**config.mk**
```make
export PLATFORM = sky130hd
export DESIGN_NAME = cache_tag_store
export DESIGN_NICKNAME = d
export VERILOG_FILES = /design/src/verilog/cache_pkg.sv /design/src/verilog/cache_tag_store.sv
export SDC_FILE = /design/constraint.sdc
export NUM_CORES = 1
export LEC_CHECK = 0
export BUFFER_PORTS_ARGS = -buffer_cell sky130_fd_sc_hd__buf_2
export CORE_ASPECT_RATIO = 1.1
export CORE_MARGIN = 2
export CORE_UTILIZATION = 50
export DETAILED_ROUTE_END_ITERATION = 10
export PLACE_DENSITY = 0.66
export SLEW_MARGIN = 5
export SYNTH_ARGS = -nofsm -noshare
export SYNTH_HDL_FRONTEND = slang
export SYNTH_SLANG_ARGS = --single-unit
export TNS_END_PERCENT = 10
```
**constraint.sdc**
```tcl
create_clock -name sys_clk -period 7.4 [get_ports sys_clk]
set_clock_uncertainty 0.2 [all_clocks]
set_input_delay 1.11 -clock sys_clk [delete_from_list [all_inputs] [get_ports sys_clk]]
set_output_delay 1.11 -clock sys_clk [all_outputs]
set_load 0.05 [all_outputs]
```
**src/verilog/cache_pkg.sv**
```systemverilog
package cache_pkg;

    // ------------------------------------------------------------
    // cache geometry
    // ------------------------------------------------------------
    localparam int cache_ways = 2;
    localparam int cache_sets = 16;
    localparam int line_words = 16;

    typedef logic [16:0] byte_addr_t;
    typedef logic [7:0]  tag_t;
    typedef logic [3:0]  set_index_t;
    typedef logic [3:0]  word_offset_t;
    typedef logic [7:0]  ram_addr_t;
    typedef logic [15:0] word_t;
    typedef logic [7:0]  byte_t;
    typedef logic        way_t;

    // zero, tag, set and word from the top down.
    typedef logic [23:0] sdram_addr_t;

    // ------------------------------------------------------------
    // interfaces between the blocks
    // ------------------------------------------------------------
    typedef struct packed {
        logic hit;
        way_t hit_way;
        way_t victim_way;
        logic victim_dirty;
        tag_t victim_tag;
    } tag_lookup_t;

    typedef struct packed {
        logic set_valid;
        logic set_dirty;
        logic clear_dirty;
        logic touch;
        way_t way;
        tag_t tag;
    } tag_update_t;

    // byte_en[1] covers the upper byte, which is byte 0 of a word.
    typedef struct packed {
        ram_addr_t   addr;
        word_t       wdata;
        logic [1:0]  byte_en;
    } way_ram_req_t;

    typedef enum logic [3:0] {
        st_idle,
        st_lookup,
        st_hit_read,
        st_hit_write,
        st_evict_rd,
        st_write_back,
        st_fill_req,
        st_fill,
        st_alloc_write
    } ctrl_state_t;

endpackage

```
**src/verilog/cache_tag_store.sv**
```systemverilog
`timescale 1ns/10ps

module cache_tag_store
    import cache_pkg::*;
(
    input  logic        sys_clk,
    input  logic        reset_n,
    input  set_index_t  lookup_set,
    input  tag_t        lookup_tag,
    output tag_lookup_t lookup,
    input  tag_update_t update
);

    tag_t                                  tags [cache_ways][cache_sets];
    logic [cache_sets-1:0][cache_ways-1:0] valid;
    logic [cache_sets-1:0][cache_ways-1:0] dirty;
    // the most recently used way of each set.
    way_t                                  mru [cache_sets];
    logic [cache_ways-1:0]                 hit_vec;

    // ------------------------------------------------------------
    // compare and victim choice
    // ------------------------------------------------------------
    always_comb begin
        lookup = '0;
        for (int w = 0; w < cache_ways; w++) begin
            hit_vec[w] = valid[lookup_set][w] && (tags[w][lookup_set] == lookup_tag);
            if (hit_vec[w]) begin
                lookup.hit     = 1'b1;
                lookup.hit_way = way_t'(w);
            end
        end

        // an empty way is taken before anything gets evicted, way 0 first.
        if (!valid[lookup_set][0]) begin
            lookup.victim_way = way_t'(0);
        end else if (!valid[lookup_set][1]) begin
            lookup.victim_way = way_t'(1);
        end else begin
            lookup.victim_way = ~mru[lookup_set];
        end

        lookup.victim_dirty = dirty[lookup_set][lookup.victim_way];
        lookup.victim_tag   = tags[lookup.victim_way][lookup_set];
    end

    // ------------------------------------------------------------
    // state updates
    // ------------------------------------------------------------
    always_ff @(posedge sys_clk or negedge reset_n) begin
        if (!reset_n) begin
            valid <= '0;
            dirty <= '0;
            mru   <= '{default: '0};
        end else begin
            if (update.set_valid) begin
                valid[lookup_set][update.way] <= 1'b1;
            end
            if (update.set_dirty) begin
                dirty[lookup_set][update.way] <= 1'b1;
            end else if (update.clear_dirty) begin
                dirty[lookup_set][update.way] <= 1'b0;
            end
            if (update.touch) begin
                mru[lookup_set] <= update.way;
            end
        end
    end

    always_ff @(posedge sys_clk) begin
        if (update.set_valid) begin
            tags[update.way][lookup_set] <= update.tag;
        end
    end

    // a fill only ever goes to the victim, so a line can never live in both ways.
    assert property (@(posedge sys_clk) disable iff (!reset_n) !(&hit_vec))
        else $error("tag store: tag %h hits in both ways of set %0d", lookup_tag, lookup_set);

endmodule

```
======== Word level (Yosys, flattened, before mapping) ========
Memory sizes are Yosys's and may differ from the RTL's.
Cells that the tools add are included.
cells by class
  magnitude comparators ................... 7
  equality and inequality tests ........... 2
  muxes and demuxes ....................... 35
  bitwise logic cells ..................... 6
  reduce and logical (&&, ||, !) cells .... 6
operators with widths
  cell                                                               number
  two-way mux 128 bit                                                1
  binary-select mux 8 bit (select 4 bit)                             3
  two-way mux 32 bit                                                 2
  bitwise OR 32 bit                                                  2
  two-way mux 8 bit                                                  7
  AND 32 bit                                                         1
  demux 8 bit (select 4 bit)                                         1
  inverter 32 bit                                                    1
  binary-select mux 2 bit (select 4 bit)                             2
  bitwise mux 16 bit                                                 1
  == test 8 bit                                                      2
  two-way mux 2 bit                                                  5
  two-way mux 1 bit                                                  9
  demux 2 bit (select 4 bit)                                         1
  greater-or-equal comparator 5 bit, second input constant           1
  logical AND 1 bit                                                  5
  less-than comparator 4 x 5 -> 1 bit, second input constant         1
  less-than comparator 5 x 1 -> 1 bit, second input constant         1
  inverter 4 -> 5 bit                                                1
  binary-select mux 1 bit (select 4 bit)                             1
  demux 1 bit (select 4 bit)                                         1
  greater-or-equal comparator 4 x 1 -> 1 bit, second input constant  1
  less-than comparator 1 x 2 -> 1 bit, second input constant         2
  nonzero test 2 bit                                                 1
  3 further kinds                                                    3
storage, ports and cells
  flip-flop bits (word level) ............. 80
  memory bits (writable) .................. 256
  output and inout bits ................... 12
  memories kept ........................... 1
memories
  memory  depth  width  read ports  clocked after memory_dff  wr ports  line                   source
  tags    2      128    3           0                         1         cache_tag_store.sv:14  tag_t tags [cache_ways][cache_sets];

======== Logic depth before layout (Yosys ltp) ========
Gate-level depths: netlist of run 1.
An unclocked memory read counts as a cell.
  word-level depth ........................ 11
  mapped depth ............................ 10

======== Worst setup path after synthesis of run 1 ========
Ideal clock, no wire load.
  path kind ............................... input -> output
  start ................................... input lookup_set[0]
  end ..................................... output lookup[1] (netlist name)
  arrival time ............................ 3823 ps
  slack ................................... 2267 ps
  stages .................................. 10
  cells stage by stage .................... buf_6 > buf_4 > mux4_2 > a22oi_1 > nand2_1 > a21boi_4 > buf_6 > buf_4 > mux2i_1 > o221ai_1
RTL lines
  element             line                   source
  start: declaration  cache_tag_store.sv:8   input set_index_t lookup_set,
  end: declaration    cache_tag_store.sv:10  output tag_lookup_t lookup,

==> results.md, run 1 <==
Clock network:
- The clock input transition at the sequential cells of the worst setup and hold paths is 0.06 ns.
- The post-cts resize count is 0.
- The maximum buffer depth of the clock tree is 3.
- The root buffer cell chosen for the clock tree is clkbuf_16.
- The clock tree from TritonCTS is built.
- Buffers inserted during clock tree synthesis total 34.
- The H-tree level count is 2.
- The total number of clock tree sinks is 336.
- The clock reaches the later pin of the worst-skew pair after 0.51 ns.
- The post-CTS setup-driven buffer insertion count is 0.
- Buffers inserted to repair hold after CTS numbered 0.

Timing:
- For the pin with the worst max-slew slack, the measured transition is 1.22 ns.
- The post-route setup TNS is 0 ns.
- The number of setup violations in the final report is 0.
- Setup repair after global routing left no endpoint under its margin.
- The post-route clock period utilization is 80.8%.
- The number of pins exceeding their max-slew limit in the final report is 0.
- The post-route worst setup slack is 1.42 ns.
- The number of failing hold endpoints at the final stage came to 0.
- Timing would allow up to 167 MHz.
- Measured against its own limit, the worst slew margin works out to 18.4%.
- The shortest clock period the worst path allows after layout is 5.98 ns.
- The smallest hold slack is 0.182 ns.

Floorplan:
- The floorplan step defined a die boundary enclosing 0.0314 mm2.
- The initial standard-cell utilization of the core is 50.7%.
- For this design the top-level I/O count stands at 39.
- The core box area is 0.0296 mm2.
- The x dimension of the die is 169 um.
- The floorplan step set the die height to 186 um.
- The number of rows created at floorplan is 66.

Drt:
- The DRC violation count after routing is 0.
- The routed length on met1 is 14500 um.
- The initial detailed-routing violation count is 1071.
- The wire length per cell after detailed routing is 26.5 um.
- The top routing layer in use is met4.
- The total routed wirelength is 34600 um.
- The number of detailed-route iterations in the first pass is 5.
- The met2 routed wirelength is 16600 um.
- The routed wire length on met3 is 2560 um.
- Using the TritonRoute via totals, the vias-per-cell ratio works out to 6.23.
- The number of nets with antenna violations after detailed routing is 0.
- The final route contains 8126 vias.

Cells and area:
- In the final design database the tool counted 931 nets.
- 0 antenna diodes ended up in the layout.
- Compared with the post-synthesis result, the final layout area differs by 10.6%.
- Cells with a size suffix above 1 make up 31.9% of the layout.

Hold path:
- The type of the worst min-delay path is in2async.

Synth:
- Synthesis produced a netlist with a net count of 896.
- The synthesized netlist occupies a cell area of 0.0150 mm2.
- Ranked by total cell area, the synthesized netlist is headed by edfxtp_1 (51%), mux4_2 (18%), dfrtp_1 (13%), mux2i_1 (2.8%), mux2_2 (2.2%).
- Counting flops with an async set or reset pin after synthesis yields a share of 23.8%.
- The count of distinct cell types in the synthesized netlist is 34.
- The cell count after synthesis is 869.
- Among all cell types in the netlist, the one instantiated most often is edfxtp_1.
- The top cell type by area accounts for 51.3% of the synthesized area.
- Among all flip-flop cells after synthesis, the most frequent one is edfxtp_1.
- The cell taking the most area after synthesis is edfxtp_1.
- In this run, synthesis produced a sequential element count of 336.
- Ranked by instance count, the synthesized netlist is headed by edfxtp_1 (256), mux4_2 (123), dfrtp_1 (80).
- For this run, the number of Yosys warnings is 0.
- Counting flops with a built-in enable in the synthesized netlist gives 256.
- The mean post-synth cell area is 17.2 um2.
- The share of synthesized area occupied by flip-flops and latches is 64.7%.

Pwr:
- Of the total power, the clock network draws 36.4%.
- Net switching is 24.6% of the power.
- The switching power summed over all nets is 1080 uW.
- The combinational fraction of design power is 13.3%.
- The share of total power dissipated in sequential elements is 50.3%.
- Summed over all cells, the static leakage comes to 0.00579 uW.
- The maximum vdd drop is 0.221 mV.
- The internal power summed over all cells is 3310 uW.
- For this design the ratio of total power to cell area is 265 mW/mm2.

Global routing:
- The total overflow reported by the global router is 0.
- The first global-routing pass estimated 52600 um of wire.
- The maximum number of pins on one net before global-route repair is 86.
- The via count of the first global-routing pass is 8180.
- The number of antenna violations at the first check in global routing was 0.
- Global routing used 23.0% of the available tracks across all layers.

Outcome:
- The run finished with clean final reports.

Worst setup path:
- For the worst setup path, the data required time is 6.09 ns.
- In this run the worst path has a maximum fanout of 85.
- The worst setup path is launched from an input pin.
- The worst setup path is captured at a primary output.
- The classification of the worst setup path is in2out.
- Data on the critical path arrives at its endpoint at 4.67 ns.

Placement:
- The weighted congestion reported at the end of routability-driven placement is 0.799.
- During placement, the flow inserted port buffers numbering 38.
- Detailed placement finished with a half-perimeter wire length of 22800 um.
- The worst slack after detailed placement is 1.38 ns.

Flow run:
- The max-capacitance violation count is 0.
==> per-stage QoR <==
step | instances | power (uW) | utilization [%] | cell area, um2
global route | 1304 | 4550 | 56.0 | 16600
floorplan | 869 | 2660 | - | 15000
detailed placement | 1242 | 2830 | 52.5 | 15500
finish | 1304 | 4390 | 56.0 | 16600
CTS | 1304 | 4430 | 56.0 | 16600
global placement | 1242 | 2820 | 52.5 | 15500
==> cell type report <==
cell class                 count  area (um2)
clock inverter                21         149
clock buffer                  41         887
sequential                   336        9690
multi-input combinational    473        5000
tap                          374         468
fill                        2287       13000
timing repair buffer          59         375
==> flip-flops by register name, summed over array words and instances (netlist names), named ones only <==
register,count
tags,256
mru,16
valid,32
==> cell usage in the layout (no fill, tap or decap), drive strengths merged <==
cell / n
a211oi: 7
a21boi: 1
a21oi: 7
a221oi: 2
a22oi: 6
a41o: 1
and2: 4
and3: 3
buf: 59
bufinv: 1
clkbuf: 41
clkinv: 16
clkinvlp: 2
dfrtp: 80
edfxtp: 256
inv: 2
mux2: 29
mux2i: 42
mux4: 123
nand2: 60
nand2b: 5
nand3: 30
nand4: 3
nor2: 54
nor2b: 11
nor3: 3
nor4: 3
o21ai: 23
o221ai: 6
or2: 34
xnor2: 4
xor2: 12
==> critical path: stages <==
cell	delay, ns
buf_6	0.65
buf_4	0.50
mux4_2	0.56
mux2i_1	0.21
mux2i_1	0.12
xor2_1	0.18
nor4_1	0.49
and3_1	0.29
a41o_1	0.19
buf_2	0.29
==> cells by family (layout without fill, tap and decap cells) <==
family,Yosys count,count (layout),synth area share (%)
AOI/OAI and AO/OA,53,53,2.36
xor gates and xnor gates,16,16,0.935
buffers and inverters,60,121,1.95
DFF,336,336,64.7
muxes,194,194,23.5
and+or+nand+nor,210,210,6.59
==> power by group through the flow <==
stage	combinational (uW)	sequential [uW]	clock [uW]
2_1_floorplan	443	2220	0
6_report	585	2210	1600
5_1_grt	629	2220	1700
3_5_place_dp	586	2240	0
4_1_cts	588	2210	1630
3_3_place_gp	576	2240	0
==> worst paths after layout <==
check	start	to	slack (ns)	cells past startpoint
min reg2reg	valid[5]	valid[5]	0.27	1
max in group asynchronous	reset_n	async pin	5.60	2
max	lookup_set[1]	lookup[11]	1.42	10
min	reset_n	valid[0]	0.18	1
min in group sys_clk	valid[5]	valid[5]	0.27	1
max reg2reg	valid[17]	valid[17]	6.39	1
==> metal layers <==
| layer | GRT usage, % | vias up |
|---|---|---|
| met5 | 0 | - |
| met4 | 6.43 | 0 |
| met3 | 3.85 | 55 |
| met2 | 36.7 | 320 |
| met1 | 33.4 | 4251 |
| li1 | - | 3500 |
Note: power is estimated with default switching activity, not from simulation.
==> inputs of run 2 (changes only) <==
- PLACE_DENSITY: 0.66 -> 0.69
- clock period: 7.4 -> 5.1 ns (I/O delays scaled with it)
==> results.md, run 2 (synthesis gave the netlist of run 1 again) <==
Placement:
- During placement, the flow inserted port buffers numbering 38.
- The weighted congestion reported at the end of routability-driven placement is 0.848.
- At the placement stage, the worst setup path has a slack of 0.200 ns.
- The number of instances in the placed design is 1266.
- Once detailed placement completed, the half-perimeter wirelength came to 23900 um.
- The total cell area at the placement stage is 0.0157 mm2.

Drt:
- The detailed router finished its first iteration with 1097 violations.
- The via total after detailed routing is 8358.
- Once detail routing completed, the nets flagged for antenna violations numbered 0.
- The number of vias per cell is 6.28.
- After detailed routing, the total wire length is 35600 um.
- For this run, design rule violations remaining after detail routing come to 0.
- The wire length per cell after detailed routing is 26.8 um.
- The number of detailed-route iterations in the first pass is 5.

Worst setup path:
- The setup slack of the worst register-to-register path is 4.07 ns.
- The worst register-to-register path begins at valid[25].
- In this run the worst path has a maximum fanout of 24.
- STA puts the critical path data required time at 4.14 ns.
- The reg-to-reg critical path endpoint is valid[25].
- The critical path data arrival time is 3.93 ns.
- The classification of the worst setup path is in2out.
- The critical path capture point type is a primary output.
- The count of cells along the worst register-to-register path is 1.
- The worst setup path is launched from an input pin.

Timing:
- The clock period could shrink to 4.90 ns.
- The relative max-transition margin is 27.7%.
- The number of failing hold endpoints at the final stage is 0.
- The number of pins exceeding their max-slew limit in the final report is 0.
- Setup repair after global routing left no endpoint under its margin.
- The post-route clock period utilization is 96.0%.
- The post-route worst setup slack is 0.204 ns.
- Adding up every negative setup slack in the final design gives 0 ns.
- The peak clock frequency supported by timing is 204 MHz.
- Setup violations remaining at the end of the flow were counted as 0.
- The transition time at the pin with the least slew margin is 1.08 ns.

Outcome:
- The run finished with clean final reports.

Cells and area:
- Leaving out fill and tap cells, the most frequent cells in the layout are edfxtp_1 (256), mux4_2 (123), dfrtp_1 (80), nand2_1 (60), nor2_1 (54).
- More flip-flops sit in one register than any other, and that register is tags.
- The largest registers in the layout are tags (256), valid (32), mru (16).
- The number of nets in the layout is 956.
- Leaving out fill and tap cells, the most frequent cell in the layout is edfxtp_1.
- Once layout is done, the placed cells without fillers occupy 0.0169 mm2.
- The number of fill cells is 2233.
- The layout-stage area growth over the synthesis result is 12.9%.
- The repair_antennas step left the layout with diodes totalling 0.
- The flip-flop count of the largest register after layout is 256.
- The fraction of final layout cells with drive strength greater than 1 is 33.9%.
- The count of cells in the finished layout, fillers not included, comes to 1330.

Clock network:
- The clock tree from TritonCTS is built.
- The CTS buffer count is 35.
- The maximum buffer depth of the clock tree is 3.
- The post-cts resize count is 0.
- The clock input transition at the sequential cells of the worst setup and hold paths is 0.06 ns.
- The total number of clock tree sinks is 336.
- The H-tree generated during clock tree synthesis spans 2 levels.
- Buffers added to address setup during post-CTS repair amount to 0.
- At the later pin of the worst-skew pair, clock insertion delay measures 0.50 ns.
- The quantity of hold-fixing buffers added after cts is 0.
- The root buffer cell chosen for the clock tree is clkbuf_16.

Pwr:
- The post-layout total power is 6680 uW.
- The worst-case IR drop observed on VDD is 0.265 mV.
- The static power due to leakage is 0.00598 uW.
- The power per unit of standard cell area is 395 mW/mm2.

Global routing:
- The number of antenna violations at the first check in global routing is 0.
- The global-route wire length before repair is 52900 um.
- For met1 alone, demand over resource in global routing was 33.7%.
- For this run the aggregate overflow at the end of global routing stands at 0.
- The global-route usage over all layers is 23.3%.
- The global-route layer with the greatest usage is met2.
- The via count of the first global-routing pass is 8286.
- Entering global routing, the biggest net connects 81 pins.
- For met3 alone, demand over resource in global routing was 5.04%.
- The routing usage on met2 is 36.2%.

Floorplan:
- The number of I/O pins is 39.
- The floorplan step set the die width to 169 um.
- The initial standard-cell utilization of the core is 50.7%.
- The number of rows created at floorplan is 66.
- The die covers 0.0314 mm2.
- The die is 186 um tall.
- The core box area is 0.0296 mm2.

Flow run:
- Max-cap violations in this run came to 0.

Hold path:
- The type of the worst min-delay path is in2async.
==> run 2: cell count changes in the layout (fill, tap and decap cells not counted), moves of 2 or more <==
cell       previous run  this run
clkinv_1              7         5
clkinv_2              7         5
buf_4                21        44
bufinv_16             1         5
clkbuf_16            34        36
==> run 2: through the flow <==
step / utilization (%) / hold slack, ns
4_1_cts: 57.2 / 0.246
5_1_grt: 57.2 / 0.268
6_report: 57.2 / 0.182
3_5_place_dp: 53.2 / 0.252
2_1_floorplan: - / 0.234
3_3_place_gp: 53.2 / 0.245
==> run 2: how the worst max path moves through the flow <==
stage / from / to / cells after the start / slack (ns)
6_report: lookup_set[0] / lookup[0] / 9 / 0.20
5_1_grt: lookup_set[0] / lookup[5] / 10 / 0.09
4_1_cts: lookup_set[0] / lookup[5] / 10 / 0.19
3_5_place_dp: lookup_set[0] / lookup[5] / 10 / 0.20
3_3_place_gp: lookup_set[0] / lookup[0] / 9 / 0.22
2_1_floorplan: lookup_set[0] / lookup[1] / 10 / 0.66
==> run 2: layout make-up <==
cell class,instances,area [um2],share of cell area (%)
timing repair buffer,83,568,3.36
tap,374,468,2.77
clock buffer,43,927,5.48
clock inverter,21,251,1.49
multi-input combinational,473,5000,29.6
sequential,336,9690,57.3
==> run 2: per-layer routing <==
metal / up-vias / routed length (um)
met1: 4384 / 15100
met5: - / 0
li1: 3565 / -
met3: 61 / 2690
met4: 0 / 987
met2: 348 / 16800
==> run 2: power by group <==
part	internal (uW)	switching [uW]	total, uW
sequential	3120	90.4	3210
combinational	397	474	871
clock	1560	1030	2600
==> run 2: worst max-delay path, cell delays in order <==
cell and delay (ns):
buf_6 0.23, mux4_2 0.54, a22oi_1 0.21, nand2_1 0.13, a21boi_4 0.86, mux2_2 0.42
a221oi_1 0.40, nand3_1 0.11, buf_2 0.23
