`config.mk`:
```
export PLATFORM = sky130hd
export DESIGN_NAME = cache_controller
export DESIGN_NICKNAME = d
export VERILOG_FILES = /design/src/verilog/cache_pkg.sv /design/src/verilog/cache_controller.sv
export SDC_FILE = /design/constraint.sdc
export NUM_CORES = 1
export LEC_CHECK = 0
export ABC_AREA = 1
export BUFFER_PORTS_ARGS = -buffer_cell sky130_fd_sc_hd__clkbuf_2
export CAP_MARGIN = 20
export CORE_MARGIN = 1
export CORE_UTILIZATION = 43
export CTS_CLUSTER_SIZE = 24
export DETAILED_ROUTE_END_ITERATION = 8
export GPL_ROUTABILITY_DRIVEN = 0
export PLACE_DENSITY_LB_ADDON = 0.15
export SLEW_MARGIN = 20
export SYNTH_ARGS = -nofsm -noshare
export SYNTH_HDL_FRONTEND = slang
export SYNTH_SLANG_ARGS = --single-unit
```
`constraint.sdc`:
```
create_clock -name sys_clk -period 2.05 [get_ports sys_clk]
set_input_delay 0.3075 -clock sys_clk [delete_from_list [all_inputs] [get_ports sys_clk]]
set_output_delay 0.3075 -clock sys_clk [all_outputs]
set_load 0.05 [all_outputs]
```
`src/verilog/cache_pkg.sv`:
```
package cache_pkg;

    // ------------------------------------------------------------
    // cache geometry
    // ------------------------------------------------------------
    localparam int cache_ways = 2;
    localparam int cache_sets = 16;
    localparam int line_words = 16;

    typedef logic [16:0] byte_addr_t;
    typedef logic [7:0]  tag_t;
    typedef logic [3:0]  set_index_t;
    typedef logic [3:0]  word_offset_t;
    typedef logic [7:0]  ram_addr_t;
    typedef logic [15:0] word_t;
    typedef logic [7:0]  byte_t;
    typedef logic        way_t;

    // zero, tag, set and word from the top down.
    typedef logic [23:0] sdram_addr_t;

    // ------------------------------------------------------------
    // interfaces between the blocks
    // ------------------------------------------------------------
    typedef struct packed {
        logic hit;
        way_t hit_way;
        way_t victim_way;
        logic victim_dirty;
        tag_t victim_tag;
    } tag_lookup_t;

    typedef struct packed {
        logic set_valid;
        logic set_dirty;
        logic clear_dirty;
        logic touch;
        way_t way;
        tag_t tag;
    } tag_update_t;

    // byte_en[1] covers the upper byte, which is byte 0 of a word.
    typedef struct packed {
        ram_addr_t   addr;
        word_t       wdata;
        logic [1:0]  byte_en;
    } way_ram_req_t;

    typedef enum logic [3:0] {
        st_idle,
        st_lookup,
        st_hit_read,
        st_hit_write,
        st_evict_rd,
        st_write_back,
        st_fill_req,
        st_fill,
        st_alloc_write
    } ctrl_state_t;

endpackage

```
`src/verilog/cache_controller.sv`:
```
`timescale 1ns/10ps

module cache_controller
    import cache_pkg::*;
(
    input  logic                  sys_clk,
    input  logic                  reset_n,
    input  byte_addr_t            address,
    input  byte_t                 data_write,
    input  logic                  read_req,
    input  logic                  write_req,
    output byte_t                 data_read,
    output logic                  read_ack,
    output logic                  write_ack,
    output sdram_addr_t           sdram_address,
    output word_t                 sdram_data_write,
    input  word_t                 sdram_data_read,
    output logic                  sdram_read_req,
    output logic                  sdram_write_req,
    input  logic                  sdram_read_ack,
    input  logic                  sdram_write_ack,
    output set_index_t            lookup_set,
    output tag_t                  lookup_tag,
    input  tag_lookup_t           lookup,
    output tag_update_t           update,
    output way_ram_req_t          ram_req,
    output logic [cache_ways-1:0] ram_wr_en,
    input  word_t                 ram_q [cache_ways]
);

    ctrl_state_t  state;
    byte_addr_t   addr_r;
    logic         op_write;
    way_t         way_r;
    tag_t         victim_tag_r;
    word_offset_t beat;
    word_offset_t req_word;
    logic         wb_beat;
    logic         fill_beat;
    logic         last_beat;

    function automatic byte_t pick_byte(input word_t w, input logic lower);
        return lower ? w[7:0] : w[15:8];
    endfunction

    // the address is held for the whole transaction, since a read miss acks mid-fill.
    assign lookup_set = addr_r[8:5];
    assign lookup_tag = addr_r[16:9];
    assign req_word   = addr_r[4:1];

    assign wb_beat   = (state == st_write_back) && sdram_write_ack;
    assign fill_beat = (state == st_fill) && sdram_read_ack;
    assign last_beat = (beat == word_offset_t'(line_words - 1));

    assign sdram_data_write = ram_q[way_r];

    // ------------------------------------------------------------
    // way RAM and tag store requests
    // ------------------------------------------------------------
    always_comb begin
        ram_req.addr    = {lookup_set, req_word};
        ram_req.wdata   = {data_write, data_write};
        ram_req.byte_en = addr_r[0] ? 2'b01 : 2'b10;
        ram_wr_en       = '0;
        case (state)
            st_evict_rd, st_write_back: begin
                // step ahead on an acknowledge so that q holds the next word one cycle later.
                ram_req.addr = {lookup_set, beat + word_offset_t'(wb_beat)};
            end
            st_fill: begin
                ram_req.addr     = {lookup_set, beat};
                ram_req.wdata    = sdram_data_read;
                ram_req.byte_en  = 2'b11;
                ram_wr_en[way_r] = sdram_read_ack;
            end
            st_hit_write, st_alloc_write: begin
                ram_wr_en[way_r] = 1'b1;
            end
            default: ;
        endcase
    end

    always_comb begin
        update     = '0;
        update.way = way_r;
        update.tag = lookup_tag;
        case (state)
            st_hit_read: update.touch = 1'b1;
            st_hit_write, st_alloc_write: begin
                update.touch     = 1'b1;
                update.set_dirty = 1'b1;
            end
            st_write_back: update.clear_dirty = wb_beat && last_beat;
            st_fill: begin
                update.set_valid = fill_beat && last_beat;
                update.touch     = fill_beat && last_beat;
            end
            default: ;
        endcase
    end

    // ------------------------------------------------------------
    // state machine
    // ------------------------------------------------------------
    always_ff @(posedge sys_clk or negedge reset_n) begin
        if (!reset_n) begin
            state           <= st_idle;
            op_write        <= 1'b0;
            beat            <= '0;
            read_ack        <= 1'b0;
            write_ack       <= 1'b0;
            sdram_read_req  <= 1'b0;
            sdram_write_req <= 1'b0;
        end else begin
            read_ack  <= 1'b0;
            write_ack <= 1'b0;
            case (state)
                st_idle: begin
                    if (read_req || write_req) begin
                        op_write <= write_req;
                        state    <= st_lookup;
                    end
                end
                st_lookup: begin
                    beat <= '0;
                    if (lookup.hit) begin
                        state <= op_write ? st_hit_write : st_hit_read;
                    end else if (lookup.victim_dirty) begin
                        state <= st_evict_rd;
                    end else begin
                        state <= st_fill_req;
                    end
                end
                st_hit_read: begin
                    read_ack <= 1'b1;
                    state    <= st_idle;
                end
                st_hit_write: begin
                    write_ack <= 1'b1;
                    state     <= st_idle;
                end
                st_evict_rd: begin
                    sdram_write_req <= 1'b1;
                    state           <= st_write_back;
                end
                st_write_back: begin
                    if (wb_beat) begin
                        beat <= beat + word_offset_t'(1);
                        if (last_beat) begin
                            sdram_write_req <= 1'b0;
                            state           <= st_fill_req;
                        end
                    end
                end
                st_fill_req: begin
                    sdram_read_req <= 1'b1;
                    beat           <= '0;
                    state          <= st_fill;
                end
                st_fill: begin
                    if (fill_beat) begin
                        beat <= beat + word_offset_t'(1);
                        if (!op_write && beat == req_word) begin
                            read_ack <= 1'b1;
                        end
                        if (last_beat) begin
                            sdram_read_req <= 1'b0;
                            state          <= op_write ? st_alloc_write : st_idle;
                        end
                    end
                end
                st_alloc_write: begin
                    write_ack <= 1'b1;
                    state     <= st_idle;
                end
                default: state <= st_idle;
            endcase
        end
    end

    // Address, decision and data registers.
    always_ff @(posedge sys_clk) begin
        case (state)
            st_idle: begin
                if (read_req || write_req) begin
                    addr_r <= address;
                end
            end
            st_lookup: begin
                way_r        <= lookup.hit ? lookup.hit_way : lookup.victim_way;
                victim_tag_r <= lookup.victim_tag;
            end
            st_hit_read: data_read <= pick_byte(ram_q[way_r], addr_r[0]);
            st_evict_rd: sdram_address <= {8'd0, victim_tag_r, lookup_set, 4'd0};
            st_write_back: begin
                if (wb_beat) begin
                    sdram_address <= sdram_address + sdram_addr_t'(1);
                end
            end
            st_fill_req: sdram_address <= {8'd0, lookup_tag, lookup_set, 4'd0};
            st_fill: begin
                if (fill_beat) begin
                    sdram_address <= sdram_address + sdram_addr_t'(1);
                    if (!op_write && beat == req_word) begin
                        data_read <= pick_byte(sdram_data_read, addr_r[0]);
                    end
                end
            end
            default: ;
        endcase
    end

    assert property (@(posedge sys_clk) disable iff (!reset_n) !(read_req && write_req))
        else $error("controller: read_req and write_req high together");

    // the write-back must finish before the fill of the same victim starts.
    assert property (@(posedge sys_clk) disable iff (!reset_n)
                     !(sdram_read_req && sdram_write_req))
        else $error("controller: sdram_read_req and sdram_write_req high together");

endmodule

```
After elaboration in Yosys (flattened, before gate mapping)
Cells that the tools add are included.
W data, S select, Z words.
{"block": "totals", "register_bits": 71, "elab_cells": 104}
{"block": "op_classes", "n_addsub": 3, "magnitude_cmp": 3, "n_eq_ne": 16, "n_mux": 43, "bitwise_logic": 2, "reduce_logical": 25}
{"operator": "$pmux W24 S4", "n": 1}
{"operator": "$mux W16", "n": 3}
{"operator": "$mux W24", "n": 2}
{"operator": "$mux W4", "n": 8}
{"operator": "$mux W8", "n": 4}
{"operator": "$add A24 B1 Y24 const B", "n": 1}
{"operator": "$pmux W4 S6", "n": 1}
{"operator": "$mux W18", "n": 1}
{"operator": "$eq A4 B3 Y1 const B", "n": 4}
{"operator": "$pmux W8 S2", "n": 1}
{"operator": "$reduce_and A3 Y1", "n": 5}
{"operator": "$pmux W4 S3", "n": 1}
{"operator": "$mux W1", "n": 11}
{"operator": "$ne A2 B2 Y1 const B", "n": 5}
{"operator": "$eq A4 B2 Y1 const B", "n": 2}
{"operator": "$eq A4 B4 Y1 const B", "n": 2}
{"operator": "$pmux W1 S2", "n": 4}
{"operator": "$pmux W4 S2", "n": 1}
{"operator": "$logic_and A1 B1 Y1", "n": 6}
{"operator": "$reduce_bool A2 Y1", "n": 3}
{"operator": "$reduce_or A2 Y1", "n": 3}
{"operator": "$reduce_and A5 Y1", "n": 1}
{"operator": "$add A4 B1 Y4", "n": 1}
{"operator": "$add A4 B1 Y4 const B", "n": 1}
{"operator": "other kinds (19)", "n": 20}

Longest topological paths before layout
Gate-level depths: netlist of the first run.
{"block": "logic_depth", "word_depth": 6, "depth_mapped": 9}

Worst setup path before layout of the first run
No wires, ideal clock.
{"block": "synth_timing", "kind": "register to output", "from": "reg state[2]", "to": "out ram_req[20] (netlist name)", "t_arrival_ps": 2051, "required_time_ps": 1742, "path_slack_ps": -309, "path_stages_with_launch": 9, "path_buffers": 0, "cell_sequence": "dfrtp_1 -> inv_1 -> nor2_4 -> nand2_1 -> nor2_1 -> ha_1 -> ha_1 -> xnor2_1 -> o221ai_1"}
{"element": "start, declared", "line_no": "cache_controller.sv:31", "rtl": "ctrl_state_t state;"}
{"element": "start signal, assigned", "line_no": "cache_controller.sv:107", "rtl": "state <= st_idle;"}
{"element": "start signal, assigned", "line_no": "cache_controller.sv:121", "rtl": "state <= st_lookup;"}
{"element": "start signal, assigned", "line_no": "cache_controller.sv:127", "rtl": "state <= op_write ? st_hit_write : st_hit_read;"}
{"element": "end, declared", "line_no": "cache_controller.sv:26", "rtl": "output way_ram_req_t ram_req,"}

==> impl_metrics.tcl, run 1 <==
set metrics [dict create \
    status "finished, violations left" \
    violations "negative setup slack" \
    yosys.area.top_type "edfxtp_1" \
    grt_max_degree 25 \
    min_from "address[3]" \
    wirelength_mm 14.2 \
    critPathSlowestCell "dfrtp_1" \
    crit_path_end_kind "output pin" \
    cp.arrival_ns 1.91 \
    core-area_um2 9860 \
    seq_area_frac_synth 0.468 \
    wl_per_cell_um 15.7 \
    r2r-start "state[3]" \
    ios 196 \
    die_y_um 103 \
    slowest_delay_ns 0.41 \
    synth_warnings 0 \
    hold_depth 1 \
    ir_drop_mv 0.865 \
    synth_nets 656 \
    drtAntennaViolNets 0 \
    setup_viol 24 \
    path_clk_slew_ns 0.08 \
    grtUsageTotal 0.266 \
    synth_cell_types 36 \
    nFillCells 805 \
    port_buffers 195 \
    maxClockFrequency_ghz 0.452 \
    reg2regPathDepth 9 \
    dieArea_um2 10700 \
    dp_cells 867 \
    cts_buffers 9 \
    leakagePower_uw 0.00310 \
    clock_latency_ns 0.35 \
    synth_area_leaders "edfxtp_1 (39%), nand2_1 (17%), dfrtp_1 (7.4%), nand3_1 (4.8%), buf_4 (4.4%)" \
    p_per_area_nw_per_um2 1500 \
    drv_cap 0 \
    r2r-end "sdram_address[17]" \
    pre_cts_ws_ns 0.0818 \
    ys_ff_latch 71 \
    hold_end "addr_r[3]" \
    drc 0 \
    syn_inst 561 \
    die_x_um 103 \
    nets 863 \
    clkSinkCount 71 \
    fin_crit_sh 1.08 \
    startpoint "state[0]" \
    drtPass1Iterations 4 \
    min_period_ns 2.21 \
    rows 36 \
    worst_slew_pin_slew_ns 0.412 \
    antenna_found_initial 0 \
    stdcell_count 905 \
    synth_top_cell_area_share 0.394 \
    maxSlewHeadroom 0.725 \
    critical_path_class "flip-flop to output pin" \
    grt_pass1_vias 4536 \
    hold_viol_final 0 \
    cp.depth 9 \
    worst_slack_ns -0.164 \
    vias_per_cell 5.09 \
    hpwlAfterDp_mm 10.2 \
    ff2ff_setup_slack_ns 0.13 \
    worst-path-buf-inv 2 \
    start_util 0.448 \
    critical_path.max_fanout 4 \
    clk_path_buf_depth 2 \
    grt_pass1_wl_mm 21.3 \
    cp_top_family "adder cells" \
    netlist_area_um2 4420 \
    areaGrowthSynthToFinish_pct 46.1 \
    worstPathCellList "inv_2 > nor2_4 > nand2_4 > nor2_4 > ha_4 > ha_4 > nand2_1 > o211ai_1 > clkbuf_16" \
    cp.required_ns 1.74 \
    antenna_cells 0 \
    layout_common_cells "nand2_1 (184), clkbuf_2 (168), edfxtp_1 (58)" \
    final_common_cell "nand2_1" \
    final.setup_skew_ns 0.00655 \
    avgSynthCellArea_um2 7.88 \
    finalMaxSlewViolations 0 \
    gr-total-overflow 0 \
    cts_root_buf "clkbuf_8" \
    hold_path.class "primary input to flip-flop" \
    start_kind "flip-flop" \
    cts_tree "done" \
    rsz0062_at_grt "true" \
    htreeDepth 3 \
    dr.first_iter.drc_count 224 \
    vias 4605 \
    drive_gt1_frac 0.417 \
]
==> worst max path at each step <==
stage                  end  slack (ns)
6_report       ram_req[19]       -0.16
5_1_grt        ram_req[19]       -0.21
4_1_cts        ram_req[19]       -0.23
3_5_place_dp   ram_req[20]        0.08
3_3_place_gp   ram_req[20]        0.12
2_1_floorplan  ram_req[10]       -0.25
==> Yosys cell counts, drive strengths merged <==
| master | n |
|---|---|
| o22ai | 1 |
| o21a | 1 |
| clkbuf | 1 |
| xnor2 | 4 |
| inv | 57 |
| a31oi | 1 |
| nand3 | 43 |
| nor2 | 63 |
| o221ai | 1 |
| clkinv | 2 |
| nand2 | 210 |
| mux2i | 2 |
| ha | 4 |
| o21bai | 2 |
| o21ai | 23 |
| a22o | 3 |
| mux2 | 1 |
| nand4 | 5 |
| dfrtp | 13 |
| edfxtp | 58 |
| o211ai | 11 |
| xor2 | 6 |
| a21oi | 10 |
| nor3 | 4 |
| buf | 35 |
==> registers in the layout, summed over array words and instances, names as in the netlist <==
| name | flops |
|---|---|
| read_ack | 1 |
| sdram_address | 24 |
| sdram_read_req | 1 |
| state | 4 |
| beat | 4 |
| sdram_write_req | 1 |
| addr_r | 17 |
| data_read | 8 |
| op_write | 1 |
| way_r | 1 |
| victim_tag_r | 8 |
| write_ack | 1 |
==> metal layers <==
metal / part of all wire / wire, um / vias to the layer above / track usage
li1: - / - / 2217 / -
met1: 0.37 / 5320 / 2150 / 0.295
met2: 0.53 / 7590 / 200 / 0.485
met3: 0.057 / 806 / 38 / 0.0470
met4: 0.034 / 484 / 0 / 0.139
met5: 0 / 0 / - / 0
==> what timing repair did <==
item	in CTS	in global routing
pin swaps	11	16
gates resized for setup	87	63
cloned	3	0
setup endpoints to repair	27	30
hold buffers	1	0
endpoints found under the hold margin	13	0
buffers inserted	15	7
==> report_power, final <==
part           switching [uW]  internal [uW]  total (uW)  leakage, uW
logic                    4050           1700        5750      0.00229
registers                 469           2230        2700     0.000707
clock network             553            676        1230     0.000105
==> final cells by class <==
class                   count  area [um^2]  area share
well taps                 133          166      0.0258
clock buffers               9          124      0.0192
repair buffers            231         1620       0.251
flip-flops and latches     71         2070       0.321
inverters                  59          244      0.0378
repair inverters            1         11.3     0.00174
multi-input cells         395         2140       0.331
clock inverters             6         86.3      0.0134
==> logic make-up after synthesis <==
logic type                 share of synthesized area
muxes                                        0.00708
buffers and inverters                          0.107
and+or+nand+nor                                0.312
adders and majority gates                     0.0113
AOI/OAI and AO/OA                             0.0753
DFF                                            0.468
xor gates and xnor gates                      0.0198
==> per-stage QoR <==
step	hold slack, ns	cell area (um^2)	util	TNS (ns)	power [uW]
6_report	0.129	6450	0.654	-1.76	9680
5_1_grt	0.117	6450	0.654	-3.10	10200
4_1_cts	0.118	6250	0.634	-2.30	9470
3_5_place_dp	0.236	5530	0.561	0	7840
3_3_place_gp	0.231	5530	0.561	0	7770
2_1_floorplan	0.0119	4440	-	-5.28	6540
No activity file was read; power rests on OpenSTA's default activity.
==> inputs of run 2 (changes only) <==
ABC_AREA = unset   (was 1)
GPL_TIMING_DRIVEN = 1   (was unset)
==> run 2 against run 1 <==
Against the previous run: the run still ends with negative setup slack left; wire length grew 2.3%; count of clock-buffer cells in the layout grew 1; worst hold slack is essentially flat; first-iteration DRC count grew 23%; critical path type unchanged.
==> impl_metrics.tcl, run 2 <==
set metrics [dict create \
    status "finished, violations left" \
    violations "negative setup slack" \
    seq_area_frac_synth 0.476 \
    drive_gt1_frac 0.607 \
    drtPass1Iterations 5 \
    yosys.area.top_type "edfxtp_1" \
    vias 4291 \
    setup_viol 23 \
    final_common_cell "clkbuf_2" \
    clk_path_buf_depth 2 \
    grt_pass1_vias 3792 \
    stdcell_count 769 \
    finalMaxSlewViolations 0 \
    cts_buffers 9 \
    dr.first_iter.drc_count 275 \
    drtAntennaViolNets 0 \
    port_buffers 195 \
    synth_top_cells_by_count "nand2_1 (67), edfxtp_1 (58), buf_4 (25), o21ai_0 (22), a21oi_1 (21)" \
    p_total_uw 11900 \
    grt_pass1_wl_mm 19.2 \
    ys_ff_latch 71 \
    min_period_ns 2.42 \
    avgSynthCellArea_um2 10.4 \
    cp.required_ns 1.74 \
    antenna_found_initial 0 \
    htreeDepth 3 \
    synthFlopType "edfxtp_1" \
    leakagePower_uw 0.00298 \
    start_kind "flip-flop" \
    grtUsageTotal 0.242 \
    core-area_um2 9770 \
    dp_cells 714 \
    layout_common_cells "clkbuf_2 (167), edfxtp_1 (58), buf_4 (42)" \
    syn_inst 416 \
    hold_viol_final 0 \
    synth.most_common_cell "nand2_1" \
    slowest_delay_ns 0.44 \
    start_util 0.444 \
    ys_async_sr_fraction 0.183 \
    final_util 0.700 \
    ios 196 \
    cts_tree "done" \
    maxClockFrequency_ghz 0.413 \
    areaGrowthSynthToFinish_pct 57.7 \
    path_clk_slew_ns 0.09 \
    antenna_cells 0 \
    cp.arrival_ns 2.11 \
    synth_top_cell_area_share 0.401 \
    netlist_area_um2 4340 \
    critical_path_class "flip-flop to output pin" \
    ir_drop_mv 1.17 \
    worst_slack_ns -0.370 \
    r2r-end "beat[3]" \
    fin_crit_sh 1.18 \
    cts_root_buf "clkbuf_8" \
    worst_slew_pin_slew_ns 0.543 \
    hpwlAfterDp_mm 8.73 \
    largestRegisters "sdram_address (24), addr_r (17)" \
    worstPathCellList "nor2b_4 > nand2_4 > nor3_4 > ha_2 > ha_4 > xor2_2 > o22ai_2 > a21oi_2 > buf_12" \
    largest_register_ffs 24 \
    crit_path_end_kind "output pin" \
    ff2ff_setup_slack_ns 0.02 \
    clkSinkCount 71 \
    synth_area_leaders "edfxtp_1 (40%), dfrtp_1 (7.5%), nand2_1 (5.8%), buf_4 (4.3%), mux4_2 (4.2%)" \
    synth_nets 511 \
    hold_path.class "primary input to flip-flop" \
    largest-register "sdram_address" \
    gr-total-overflow 0 \
    crit_path_end "ram_req[20]" \
    reg2regPathDepth 6 \
    p_per_area_nw_per_um2 1740 \
    nets 726 \
    die_x_um 102 \
    die_y_um 102 \
    dieArea_um2 10500 \
    critPathSlowestCell "dfrtp_1" \
    synth_enable_flop_cells 58 \
    rows 36 \
    wirelength_mm 14.5 \
    wl_per_cell_um 18.9 \
    synth_warnings 0 \
    maxSlewHeadroom 0.638 \
    clock_latency_ns 0.35 \
    cp_top_family "flip-flops" \
    startpoint "state[3]" \
    final.setup_skew_ns 0.0129 \
    nFillCells 682 \
    r2r-start "state[1]" \
    drv_cap 0 \
    critical_path.max_fanout 2 \
    drc 0 \
    grt_max_degree 25 \
    cp.depth 9 \
    rsz0062_at_grt "true" \
    worst-path-buf-inv 1 \
    vias_per_cell 5.58 \
    synth_cell_types 55 \
]
## run 2: layout make-up
class	instances	area, um^2	share of cell area
flip-flops and latches	71	2070	0.303
clock inverters	6	68.8	0.0101
clock buffers	10	128	0.0187
inverters	4	22.5	0.00329
multi-input cells	288	2420	0.353
well taps	133	166	0.0243
repair buffers	257	1970	0.288
## run 2: worst min path at each step
stage | startpoint | end | slack [ns] | depth (start not counted)
after detailed placement | reset_n | write_ack | 0.24 | 1
after floorplan | reset_n | beat[0] | 0.01 | 0
after global routing | address[6] | addr_r[6] | 0.11 | 1
final | address[6] | addr_r[6] | 0.13 | 1
after CTS | address[6] | addr_r[6] | 0.12 | 1
after global placement | reset_n | write_ack | 0.24 | 1
## run 2: per-stage QoR
step	hold WS, ns	area, um^2	worst slack [ns]	TNS (ns)
after global placement	0.236	5600	0.0699	0
after global routing	0.111	6840	-0.428	-4.42
after CTS	0.116	6490	-0.339	-4.03
after floorplan	0.0119	4460	-0.274	-0.559
after detailed placement	0.236	5600	0.0214	0
final	0.129	6840	-0.370	-2.81
## run 2: layer usage
metal,wire length (um),track usage,vias up
met5,0,0,-
met4,635,0.101,0
met3,914,0.0383,59
met2,7110,0.388,243
met1,5860,0.325,2051
li1,-,-,1938
## run 2: cells by family (layout without fill, tap and decap cells)
logic type                 after synthesis  in the layout  synth area share
and+or+nand+nor                        157            157             0.186
AOI/OAI and AO/OA                       80             80             0.116
muxes                                   30             30            0.0983
xor gates and xnor gates                17             17            0.0343
DFF                                     71             71             0.476
adders and majority gates                4              4            0.0115
buffers and inverters                   57            277            0.0781
## run 2: worst register-to-register path: cells and delay by family (launching register included)
family          cells  cell delay (ns)
mux                 1             0.28
simple gates        2             0.53
compound gates      1             0.23
buf+inv             2             0.41
flops               1             0.46
## run 2: timing repair
item | CTS | global route
hold endpoints to repair | 13 | 0
cloned | 3 | 1
setup buffers | 26 | 14
resized for setup | 95 | 79
setup endpoints to repair | 28 | 31
hold buffers | 1 | 0
pin swaps | 36 | 11
## run 2: where the power goes
part	switching (uW)	total (uW)	internal (uW)
clock network	570	1140	572
registers	480	2670	2190
logic	4800	8080	3270
total	5850	11900	6040
